### src/logic/decodePkg.sv
`default_nettype none

package decodePkg;

	////////////////////////////// widths
	localparam int INSTR_WIDTH = 32;
	localparam int OPCODE_WIDTH = 6;
	localparam int REG_WIDTH = 5;
	localparam int IMM_WIDTH = 16;
	localparam int IMM_EXT_WIDTH = 64;
	localparam int SHIFT_WIDTH = 2;
	localparam int DS_XO_WIDTH = 2;

	// field bounds, ISA numbering (bit 0 is the msb)
	localparam int OPCODE_LO = 0;
	localparam int OPCODE_HI = 5;
	localparam int REG1_LO = 6;
	localparam int REG2_LO = 11;
	localparam int IMM_LO = 16;
	localparam int DS_XO_LO = 30;

	typedef logic [0:INSTR_WIDTH-1] instrT;
	typedef logic [0:OPCODE_WIDTH-1] opcodeT;
	typedef logic [0:REG_WIDTH-1] regAddrT;
	typedef logic [0:IMM_WIDTH-1] immT;
	typedef logic [0:IMM_EXT_WIDTH-1] immExtT;
	typedef logic [0:SHIFT_WIDTH-1] shiftBytesT; // 0 none, 2 up 16 bits, 3 up 32 bits
	typedef logic [0:DS_XO_WIDTH-1] dsXoT;

	typedef enum logic [1:0] {formNone, formD, formDs} formatT;

	localparam logic IMM_SIGNED = 1'b1;
	localparam logic IMM_UNSIGNED = 1'b0;

	localparam shiftBytesT SHIFT_NONE = 2'd0;
	localparam shiftBytesT SHIFT_2B = 2'd2;
	localparam shiftBytesT SHIFT_4B = 2'd3; // 4 bytes does not fit, coded as 3

	////////////////////////////// fixed point D form
	localparam opcodeT OP_TDI = 6'd2;
	localparam opcodeT OP_TWI = 6'd3;
	localparam opcodeT OP_MULLI = 6'd7;
	localparam opcodeT OP_SUBFIC = 6'd8;
	localparam opcodeT OP_CMPLI = 6'd10;
	localparam opcodeT OP_CMPI = 6'd11;
	localparam opcodeT OP_ADDIC = 6'd12;
	localparam opcodeT OP_ADDIC_RC = 6'd13;
	localparam opcodeT OP_ADDI = 6'd14;
	localparam opcodeT OP_ADDIS = 6'd15;
	localparam opcodeT OP_ORI = 6'd24;
	localparam opcodeT OP_ORIS = 6'd25;
	localparam opcodeT OP_XORI = 6'd26;
	localparam opcodeT OP_XORIS = 6'd27;
	localparam opcodeT OP_ANDI_RC = 6'd28;
	localparam opcodeT OP_ANDIS_RC = 6'd29;
	localparam opcodeT OP_LWZ = 6'd32;
	localparam opcodeT OP_LWZU = 6'd33;
	localparam opcodeT OP_LBZ = 6'd34;
	localparam opcodeT OP_LBZU = 6'd35;
	localparam opcodeT OP_STW = 6'd36;
	localparam opcodeT OP_STWU = 6'd37;
	localparam opcodeT OP_STB = 6'd38;
	localparam opcodeT OP_STBU = 6'd39;
	localparam opcodeT OP_LHZ = 6'd40;
	localparam opcodeT OP_LHZU = 6'd41;
	localparam opcodeT OP_LHA = 6'd42;
	localparam opcodeT OP_LHAU = 6'd43;
	localparam opcodeT OP_STH = 6'd44;
	localparam opcodeT OP_STHU = 6'd45;
	localparam opcodeT OP_LMW = 6'd46;
	localparam opcodeT OP_STMW = 6'd47;

	// floating point D form
	localparam opcodeT OP_LFS = 6'd48;
	localparam opcodeT OP_LFSU = 6'd49;
	localparam opcodeT OP_LFD = 6'd50;
	localparam opcodeT OP_LFDU = 6'd51;
	localparam opcodeT OP_STFS = 6'd52;
	localparam opcodeT OP_STFSU = 6'd53;
	localparam opcodeT OP_STFD = 6'd54;
	localparam opcodeT OP_STFDU = 6'd55;

	////////////////////////////// DS form
	localparam opcodeT OP_LD_GROUP = 6'd58;
	localparam opcodeT OP_STD_GROUP = 6'd62;
	localparam dsXoT DS_XO_LD = 2'd0;
	localparam dsXoT DS_XO_LDU = 2'd1;
	localparam dsXoT DS_XO_LWA = 2'd2;
	localparam dsXoT DS_XO_STD = 2'd0;
	localparam dsXoT DS_XO_STDU = 2'd1;

endpackage

`default_nettype wire

### src/logic/immExtender.sv
`timescale 1ns/10ps
`default_nettype none

module immExtender (
	input wire decodePkg::immT imm_i,
	input wire logic immFormat_i,
	input wire decodePkg::shiftBytesT shiftImmUpBytes_i,
	output decodePkg::immExtT immExt_o
);

	import decodePkg::*;

	localparam int PAD_WIDTH = IMM_EXT_WIDTH - IMM_WIDTH;

	immExtT extended;

	// sign bit is bit 0 in ISA numbering
	always_comb begin
		if (immFormat_i == IMM_SIGNED) begin
			extended = {{PAD_WIDTH{imm_i[0]}}, imm_i};
		end else begin
			extended = {{PAD_WIDTH{1'b0}}, imm_i};
		end
	end

	// shift moves toward bit 0, the msb
	always_comb begin
		case (shiftImmUpBytes_i)
			SHIFT_2B: immExt_o = extended << 16;
			SHIFT_4B: immExt_o = extended << 32;
			default: immExt_o = extended; // none, code 1 unused
		endcase
	end

endmodule

`default_nettype wire

### src/logic/dFormatDecoder.sv
`timescale 1ns/10ps
`default_nettype none

module dFormatDecoder (
	input wire logic clock_i,
	input wire logic arstN_i,
	input wire logic enable_i,
	input wire decodePkg::instrT instruction_i,
	output decodePkg::regAddrT reg1_o,
	output decodePkg::regAddrT reg2_o,
	output logic reg2ValOrZero_o, // RA of zero means literal zero, not r0
	output decodePkg::immT imm_o,
	output logic immFormat_o,
	output decodePkg::shiftBytesT shiftImmUpBytes_o,
	output logic hit_o
);

	import decodePkg::*;

	opcodeT opcode;
	logic hitNext;
	logic reg2ZeroNext;
	logic immFormatNext;
	shiftBytesT shiftNext;

	assign opcode = instruction_i[OPCODE_LO:OPCODE_HI];

	//////////////////////////////
	// opcode table
	always_comb begin
		hitNext = 1'b0;
		reg2ZeroNext = 1'b0;
		immFormatNext = IMM_SIGNED;
		shiftNext = SHIFT_NONE;
		case (opcode)
			// non-update loads and stores use (RA|0)
			OP_LWZ, OP_LBZ, OP_LHZ, OP_LHA,
			OP_STW, OP_STB, OP_STH,
			OP_LMW, OP_STMW,
			OP_LFS, OP_LFD, OP_STFS, OP_STFD: begin
				hitNext = 1'b1;
				reg2ZeroNext = 1'b1;
			end
			OP_ADDI: begin
				hitNext = 1'b1;
				reg2ZeroNext = 1'b1;
			end
			// update forms write RA back, so RA is a real register
			OP_LWZU, OP_LBZU, OP_LHZU, OP_LHAU,
			OP_STWU, OP_STBU, OP_STHU,
			OP_LFSU, OP_LFDU, OP_STFSU, OP_STFDU: begin
				hitNext = 1'b1;
			end
			// signed arithmetic, compare and trap
			OP_ADDIC, OP_ADDIC_RC, OP_SUBFIC, OP_MULLI,
			OP_CMPI, OP_TWI, OP_TDI: begin
				hitNext = 1'b1;
			end
			OP_ADDIS: begin
				hitNext = 1'b1;
				shiftNext = SHIFT_2B; // imm lands in bits 32..47
			end
			OP_CMPLI, OP_ORI, OP_XORI, OP_ANDI_RC: begin
				hitNext = 1'b1;
				immFormatNext = IMM_UNSIGNED;
			end
			OP_ORIS, OP_XORIS, OP_ANDIS_RC: begin
				hitNext = 1'b1;
				immFormatNext = IMM_UNSIGNED;
				shiftNext = SHIFT_2B;
			end
			default: begin
				immFormatNext = IMM_UNSIGNED; // not ours, clear controls
			end
		endcase
	end

	//////////////////////////////
	// registers
	always_ff @(posedge clock_i or negedge arstN_i) begin
		if (!arstN_i) begin
			hit_o <= 1'b0;
		end else begin
			hit_o <= enable_i & hitNext; // drops on idle cycles
		end
	end

	always_ff @(posedge clock_i) begin
		if (enable_i) begin
			reg1_o <= instruction_i[REG1_LO +: REG_WIDTH];
			reg2_o <= instruction_i[REG2_LO +: REG_WIDTH];
			imm_o <= instruction_i[IMM_LO +: IMM_WIDTH];
			reg2ValOrZero_o <= reg2ZeroNext;
			immFormat_o <= immFormatNext;
			shiftImmUpBytes_o <= shiftNext;
		end
	end

endmodule

`default_nettype wire

### src/logic/dsFormatDecoder.sv
`timescale 1ns/10ps
`default_nettype none

module dsFormatDecoder (
	input wire logic clock_i,
	input wire logic arstN_i,
	input wire logic enable_i,
	input wire decodePkg::instrT instruction_i,
	output decodePkg::regAddrT reg1_o,
	output decodePkg::regAddrT reg2_o,
	output logic reg2ValOrZero_o,
	output decodePkg::immT imm_o,
	output logic immFormat_o,
	output decodePkg::shiftBytesT shiftImmUpBytes_o,
	output logic hit_o
);

	import decodePkg::*;

	opcodeT opcode;
	dsXoT xo;
	logic hitNext;
	logic reg2ZeroNext;

	assign opcode = instruction_i[OPCODE_LO:OPCODE_HI];
	assign xo = instruction_i[DS_XO_LO +: DS_XO_WIDTH];

	// only ld, ldu, lwa, std and stdu are claimed
	always_comb begin
		hitNext = 1'b0;
		reg2ZeroNext = 1'b0;
		case (opcode)
			OP_LD_GROUP: begin
				hitNext = (xo == DS_XO_LD) || (xo == DS_XO_LDU) || (xo == DS_XO_LWA);
				reg2ZeroNext = (xo == DS_XO_LD) || (xo == DS_XO_LWA);
			end
			OP_STD_GROUP: begin
				hitNext = (xo == DS_XO_STD) || (xo == DS_XO_STDU);
				reg2ZeroNext = (xo == DS_XO_STD);
			end
			default: hitNext = 1'b0;
		endcase
	end

	always_ff @(posedge clock_i or negedge arstN_i) begin
		if (!arstN_i) begin
			hit_o <= 1'b0;
		end else begin
			hit_o <= enable_i & hitNext;
		end
	end

	always_ff @(posedge clock_i) begin
		if (enable_i) begin
			reg1_o <= instruction_i[REG1_LO +: REG_WIDTH];
			reg2_o <= instruction_i[REG2_LO +: REG_WIDTH];
			imm_o <= {instruction_i[IMM_LO:DS_XO_LO-1], 2'b00}; // DS field is a word offset
			reg2ValOrZero_o <= reg2ZeroNext;
			immFormat_o <= IMM_SIGNED;
			shiftImmUpBytes_o <= SHIFT_NONE;
		end
	end

endmodule

`default_nettype wire

### src/logic/decodeSelect.sv
`timescale 1ns/10ps
`default_nettype none

module decodeSelect (
	input wire logic clock_i,
	input wire logic arstN_i,
	input wire logic enable_i,
	input wire logic dHit_i,
	input wire logic dsHit_i,
	input wire decodePkg::regAddrT dReg1_i,
	input wire decodePkg::regAddrT dReg2_i,
	input wire decodePkg::regAddrT dsReg1_i,
	input wire decodePkg::regAddrT dsReg2_i,
	input wire logic dReg2Zero_i,
	input wire logic dsReg2Zero_i,
	input wire logic dImmFormat_i,
	input wire logic dsImmFormat_i,
	input wire decodePkg::immT dImm_i,
	input wire decodePkg::immT dsImm_i,
	input wire decodePkg::shiftBytesT dShift_i,
	input wire decodePkg::shiftBytesT dsShift_i,
	output logic valid_o,
	output logic illegal_o,
	output decodePkg::formatT format_o,
	output decodePkg::regAddrT reg1_o,
	output decodePkg::regAddrT reg2_o,
	output logic reg2ValOrZero_o,
	output decodePkg::immExtT immExt_o
);

	import decodePkg::*;

	logic stage1Valid; // an instruction sits in the decoder registers
	logic anyHit;
	immT selImm;
	logic selImmFormat;
	shiftBytesT selShift;
	immExtT selImmExt;

	assign anyHit = dHit_i | dsHit_i;

	// opcode sets are disjoint, at most one decoder hits
	assign selImm = dHit_i ? dImm_i : dsImm_i;
	assign selImmFormat = dHit_i ? dImmFormat_i : dsImmFormat_i;
	assign selShift = dHit_i ? dShift_i : dsShift_i;

	immExtender extender (
		.imm_i(selImm),
		.immFormat_i(selImmFormat),
		.shiftImmUpBytes_i(selShift),
		.immExt_o(selImmExt)
	);

	always_ff @(posedge clock_i or negedge arstN_i) begin
		if (!arstN_i) begin
			stage1Valid <= 1'b0;
			valid_o <= 1'b0;
			illegal_o <= 1'b0;
			format_o <= formNone;
		end else begin
			stage1Valid <= enable_i;
			valid_o <= stage1Valid & anyHit;
			illegal_o <= stage1Valid & ~anyHit; // nobody claimed it
			if (stage1Valid && anyHit) begin
				format_o <= dHit_i ? formD : formDs;
			end
		end
	end

	// data holds through illegal and idle cycles
	always_ff @(posedge clock_i) begin
		if (stage1Valid && anyHit) begin
			reg1_o <= dHit_i ? dReg1_i : dsReg1_i;
			reg2_o <= dHit_i ? dReg2_i : dsReg2_i;
			reg2ValOrZero_o <= dHit_i ? dReg2Zero_i : dsReg2Zero_i;
			immExt_o <= selImmExt;
		end
	end

endmodule

`default_nettype wire

### src/logic/decodeStage.sv
`timescale 1ns/10ps
`default_nettype none

module decodeStage (
	input wire logic clock_i,
	input wire logic arstN_i,
	input wire logic enable_i,
	input wire decodePkg::instrT instruction_i,
	output logic valid_o,
	output logic illegal_o,
	output decodePkg::formatT format_o,
	output decodePkg::regAddrT reg1_o,
	output decodePkg::regAddrT reg2_o,
	output logic reg2ValOrZero_o,
	output decodePkg::immExtT immExt_o
);

	import decodePkg::*;

	////////////////////////////// stage 1 results
	logic dHit, dsHit;
	regAddrT dReg1, dReg2, dsReg1, dsReg2;
	logic dReg2Zero, dsReg2Zero;
	logic dImmFormat, dsImmFormat;
	immT dImm, dsImm;
	shiftBytesT dShift, dsShift;

	dFormatDecoder dDecoder (
		.clock_i(clock_i),
		.arstN_i(arstN_i),
		.enable_i(enable_i),
		.instruction_i(instruction_i),
		.reg1_o(dReg1),
		.reg2_o(dReg2),
		.reg2ValOrZero_o(dReg2Zero),
		.imm_o(dImm),
		.immFormat_o(dImmFormat),
		.shiftImmUpBytes_o(dShift),
		.hit_o(dHit)
	);

	dsFormatDecoder dsDecoder (
		.clock_i(clock_i),
		.arstN_i(arstN_i),
		.enable_i(enable_i),
		.instruction_i(instruction_i),
		.reg1_o(dsReg1),
		.reg2_o(dsReg2),
		.reg2ValOrZero_o(dsReg2Zero),
		.imm_o(dsImm),
		.immFormat_o(dsImmFormat),
		.shiftImmUpBytes_o(dsShift),
		.hit_o(dsHit)
	);

	////////////////////////////// stage 2
	decodeSelect select (
		.clock_i(clock_i),
		.arstN_i(arstN_i),
		.enable_i(enable_i),
		.dHit_i(dHit),
		.dsHit_i(dsHit),
		.dReg1_i(dReg1),
		.dReg2_i(dReg2),
		.dsReg1_i(dsReg1),
		.dsReg2_i(dsReg2),
		.dReg2Zero_i(dReg2Zero),
		.dsReg2Zero_i(dsReg2Zero),
		.dImmFormat_i(dImmFormat),
		.dsImmFormat_i(dsImmFormat),
		.dImm_i(dImm),
		.dsImm_i(dsImm),
		.dShift_i(dShift),
		.dsShift_i(dsShift),
		.valid_o(valid_o),
		.illegal_o(illegal_o),
		.format_o(format_o),
		.reg1_o(reg1_o),
		.reg2_o(reg2_o),
		.reg2ValOrZero_o(reg2ValOrZero_o),
		.immExt_o(immExt_o)
	);

endmodule

`default_nettype wire

### config.mk
export PLATFORM = sky130hd
export DESIGN_NAME = decodeStage
export DESIGN_NICKNAME = d
export VERILOG_FILES = /design/src/logic/decodePkg.sv /design/src/logic/immExtender.sv /design/src/logic/dFormatDecoder.sv /design/src/logic/dsFormatDecoder.sv /design/src/logic/decodeSelect.sv /design/src/logic/decodeStage.sv
export SDC_FILE = /design/constraint.sdc
export NUM_CORES = 1
export LEC_CHECK = 0
export ABC_AREA = 1
export BUFFER_PORTS_ARGS = -buffer_cell sky130_fd_sc_hd__buf_2
export CAP_MARGIN = 0
export CELL_PAD_IN_SITES_DETAIL_PLACEMENT = 1
export CELL_PAD_IN_SITES_GLOBAL_PLACEMENT = 1
export CORE_UTILIZATION = 41
export CTS_CLUSTER_SIZE = 16
export DETAILED_ROUTE_END_ITERATION = 6
export GPL_TIMING_DRIVEN = 1
export MAX_ROUTING_LAYER = met4
export PLACE_DENSITY_LB_ADDON = 0.08
export SYNTH_ARGS = -nofsm -noshare
export SYNTH_HDL_FRONTEND = slang
export SYNTH_SLANG_ARGS = --single-unit
### constraint.sdc
create_clock -name clock_i -period 4.2 [get_ports clock_i]
set_input_delay 0.21 -clock clock_i [delete_from_list [all_inputs] [get_ports clock_i]]
set_output_delay 0.21 -clock clock_i [all_outputs]
set_load 0.05 [all_outputs]
==> impl_metrics.env <==
export IMPL_p_seq_share_pct=51.7
export IMPL_min_path_cells=1
export IMPL_overflow=0
export IMPL_routed_via_count=2122
export IMPL_p_int_w=0.001292
export IMPL_cts_buffers=9
export IMPL_cts_setup_buffers=0
export IMPL_route_detailed_drc=0
export IMPL_syn_inst=268
export IMPL_die_x_um=91.85
export IMPL_crit_path_top_delay_cell="edfxtp_1"
export IMPL_required_ps=3990
export IMPL_seqCellArea_um2=2397
export IMPL_synth_top_cells_by_count="edfxtp_1 (74), nand2_1 (39), nor2_1 (35)"
export IMPL_placed_cells=449
export IMPL_drt_vias_per_instance=4.554
export IMPL_multiInputGateArea_um2=541.8
export IMPL_coreArea_um2=7767
export IMPL_r2r_start="dDecoder.hit_o"
export IMPL_cts_tree="yes"
export IMPL_wl_per_cell_um=13.51
export IMPL_grt_max_degree=48
export IMPL_drtAntennaViolNets=0
export IMPL_dieArea_um2=8436
export IMPL_layout_nets=394
export IMPL_path_buf_inv=1
export IMPL_yosysWarnings=0
export IMPL_synth_top_family_by_area="simple AND/OR/NAND/NOR gates"
export IMPL_synthTopCellsByArea="edfxtp_1 (67%), buf_4 (7.0%), dfrtp_1 (5.3%)"
export IMPL_ys_async_sr_fraction_pct=8.642
export IMPL_p_sw_share_pct=32.61
export IMPL_grt_pass1_wl_mm=9.832
export IMPL_leakage_nw=1.735
export IMPL_p_per_area_nw_per_um2=485.8
export IMPL_status="finished, final reports clean"
export IMPL_crit_chain="buf_2"
export IMPL_r2r_cells=3
export IMPL_synth_nets=303
export IMPL_layout_cells_non_filler=466
export IMPL_comb_power_share_pct=21.9
export IMPL_yosys_mux_area_fraction_pct=0
export IMPL_cp_start_kind="register"
export IMPL_crit_fanout=32
export IMPL_slew_headroom_pct=37.41
export IMPL_cts_resized=0
export IMPL_antenna_found_initial=0
export IMPL_port_buffers=113
export IMPL_synth_simple_area_share_pct=12.10
export IMPL_initial_core_util_pct=42.61
export IMPL_synth_area_leader_cell="edfxtp_1"
export IMPL_synth_top_flop_cell="edfxtp_1"
export IMPL_critPathMaxStageDelay_ps=780
export IMPL_synth_seq_area_share_pct=72.44
export IMPL_cp_top_family="flip-flops"
export IMPL_gp_congestion=0.8571
export IMPL_synth_compound_area_share_pct=4.272
export IMPL_cts_sinks=81
export IMPL_pwr_share_clk_pct=26.5
export IMPL_hold_viol=0
export IMPL_htree_levels=3
export IMPL_final_area_um2=3948
export IMPL_rsz0062_at_grt="no"
export IMPL_path_clk_slew_ps=80
export IMPL_grt_pass1_vias=2030
export IMPL_grt_use_total_pct=16.06
export IMPL_worstMarginPinSlew_ps=937.4
export IMPL_yosys_area_share_xor_xnor_pct=0
export IMPL_holdCritPathClass="in2reg"
export IMPL_io_pins=114
export IMPL_drt_total_wl_mm=6.294
export IMPL_reg2reg_to="select.immExt_o[26]"
export IMPL_drv_slew=0
export IMPL_area_growth_pct=19.28
export IMPL_fp_row_count=32
export IMPL_max_vdd_ir_drop_uv=185.3
export IMPL_synth_fa_ha_area_share_pct=0
export IMPL_crit_arrival_ps=1500
export IMPL_cts_root_buf="clkbuf_8"
export IMPL_reg2reg_setup_slack_ps=2500
export IMPL_clock_latency_ps=330
export IMPL_placed_area_um2=3756
export IMPL_dpl_hpwl_mm=4.549
export IMPL_dr_pass1_iters=4
export IMPL_p_sw_w=0.0006254
export IMPL_drt_iter0_markers=71
export IMPL_finalSetupTns_ps=0
export IMPL_endpoint_kind="output pin"
export IMPL_n_antenna_cell=0
export IMPL_yosysUniqueCellTypes=23
export IMPL_min_period_over_period_pct=40.72
export IMPL_synth_most_common_cell="edfxtp_1"
export IMPL_die_y_um=91.85
export IMPL_finalSetupViolations=0
export IMPL_fillers=869
export IMPL_worst_setup_path_type="reg2out"
export IMPL_syn_area_per_cell_um2=12.35
export IMPL_maxCapViolations=0
export IMPL_whs_endpoint="dsDecoder.reg2_o[2]"
export IMPL_clock_fmax_mhz=584.8
export IMPL_skew_ps=8.299
export IMPL_synth_top_area_share_pct=67.15
export IMPL_clockBufferDepth=2
export IMPL_hold_path_startpoint="instruction_i[18]"
export IMPL_synth_edf_count=74
export IMPL_layout_drive_gt1_share_pct=39.29
export IMPL_fin_crit_ps=1710
export IMPL_fin_util_pct=50.82
export IMPL_ys_seq_elements=81
export IMPL_synth_area_um2=3309
## state kept, by name, indices dropped and copies added (netlist names), 2 cells and up
name,count
select.reg1_o,5
select.format_o,2
dDecoder.imm_o,16
select.reg2_o,5
dsDecoder.reg1_o,5
dsDecoder.reg2_o,5
select.immExt_o,33
## worst reg2reg max path, cell delays in order, from the launching register on
cell,delay [ps]
dfrtp_1,420
nand2_1,350
nand2_1,480
o21ai_0,180
## area by class of cell
type                    count  area share [%]
flip-flops and latches     81           60.73
repair buffers            114           14.58
multi-input cells         120           13.72
clock buffers              12           3.930
well taps                 102           3.233
inverters                  33           3.138
clock inverters             4          0.6656
## how the worst max path moves through the flow
stage / startpoint / to / slack [ps] / cells after the start
2_1_floorplan: dDecoder.hit_o / select.format_o[0] / 2350 / 4
3_3_place_gp: dDecoder.hit_o / select.immExt_o[29] / 2500 / 3
3_5_place_dp: dDecoder.hit_o / select.immExt_o[26] / 2450 / 3
4_1_cts: select.immExt_o[62] / immExt_o[42] / 2440 / 1
5_1_grt: dDecoder.hit_o / select.format_o[0] / 2260 / 4
6_report: select.immExt_o[62] / immExt_o[42] / 2490 / 1
## cells by family (layout without fill, tap and decap cells)
family                 after synthesis  after routing
AO/OA/AOI/OAI                       25             25
buffers and inverters               67            163
AND/OR/NAND/NOR                     95             95
flip-flops                          81             81
## placed cells by master, fill, tap and decap left out, types with 2 or more instances in the layout
cell,n
buf_2,113
inv_2,8
nand3_1,10
clkinv_2,2
a21oi_1,2
nor3_1,2
o21ai_0,18
nor2_2,3
dfrtp_1,7
nand2_2,2
nand2_1,39
clkbuf_8,11
o21a_1,2
edfxtp_1,74
inv_1,25
nor2_1,35
## timing repair
item                       4_1_cts  5_1_grt
hold buffers                     1        0
hold endpoints to repair         7        0
setup endpoints to repair        0        0
## power groups by stage
stage               Combinational (W)  Clock [W]  Sequential (W)
floorplan                    0.000190          0         0.00116
global placement             0.000418          0         0.00101
detailed placement           0.000422          0         0.00101
CTS                          0.000424   0.000524        0.000993
global route                 0.000444   0.000554        0.000999
finish                       0.000419   0.000508        0.000991
## stage by stage
stage	power (W)	hold slack [ps]	worst slack (ps)
3_5_place_dp	0.001433	50.58	2451
2_1_floorplan	0.001351	-85.59	2346
3_3_place_gp	0.001425	53.08	2500
4_1_cts	0.001941	25.79	2438
5_1_grt	0.001997	25.35	2264
6_report	0.001918	43.17	2490
## metal layers
metal  part of all wire [%]  vias to the layer above  global-route usage [%]
met2                     53                       63                   27.24
met4                    1.0                        0                   6.641
met5                      0                        -                       -
met1                     42                     1005                   18.63
met3                    4.4                        6                   3.317
li1                       -                     1048                       -
(Power assumes the default switching activity.)
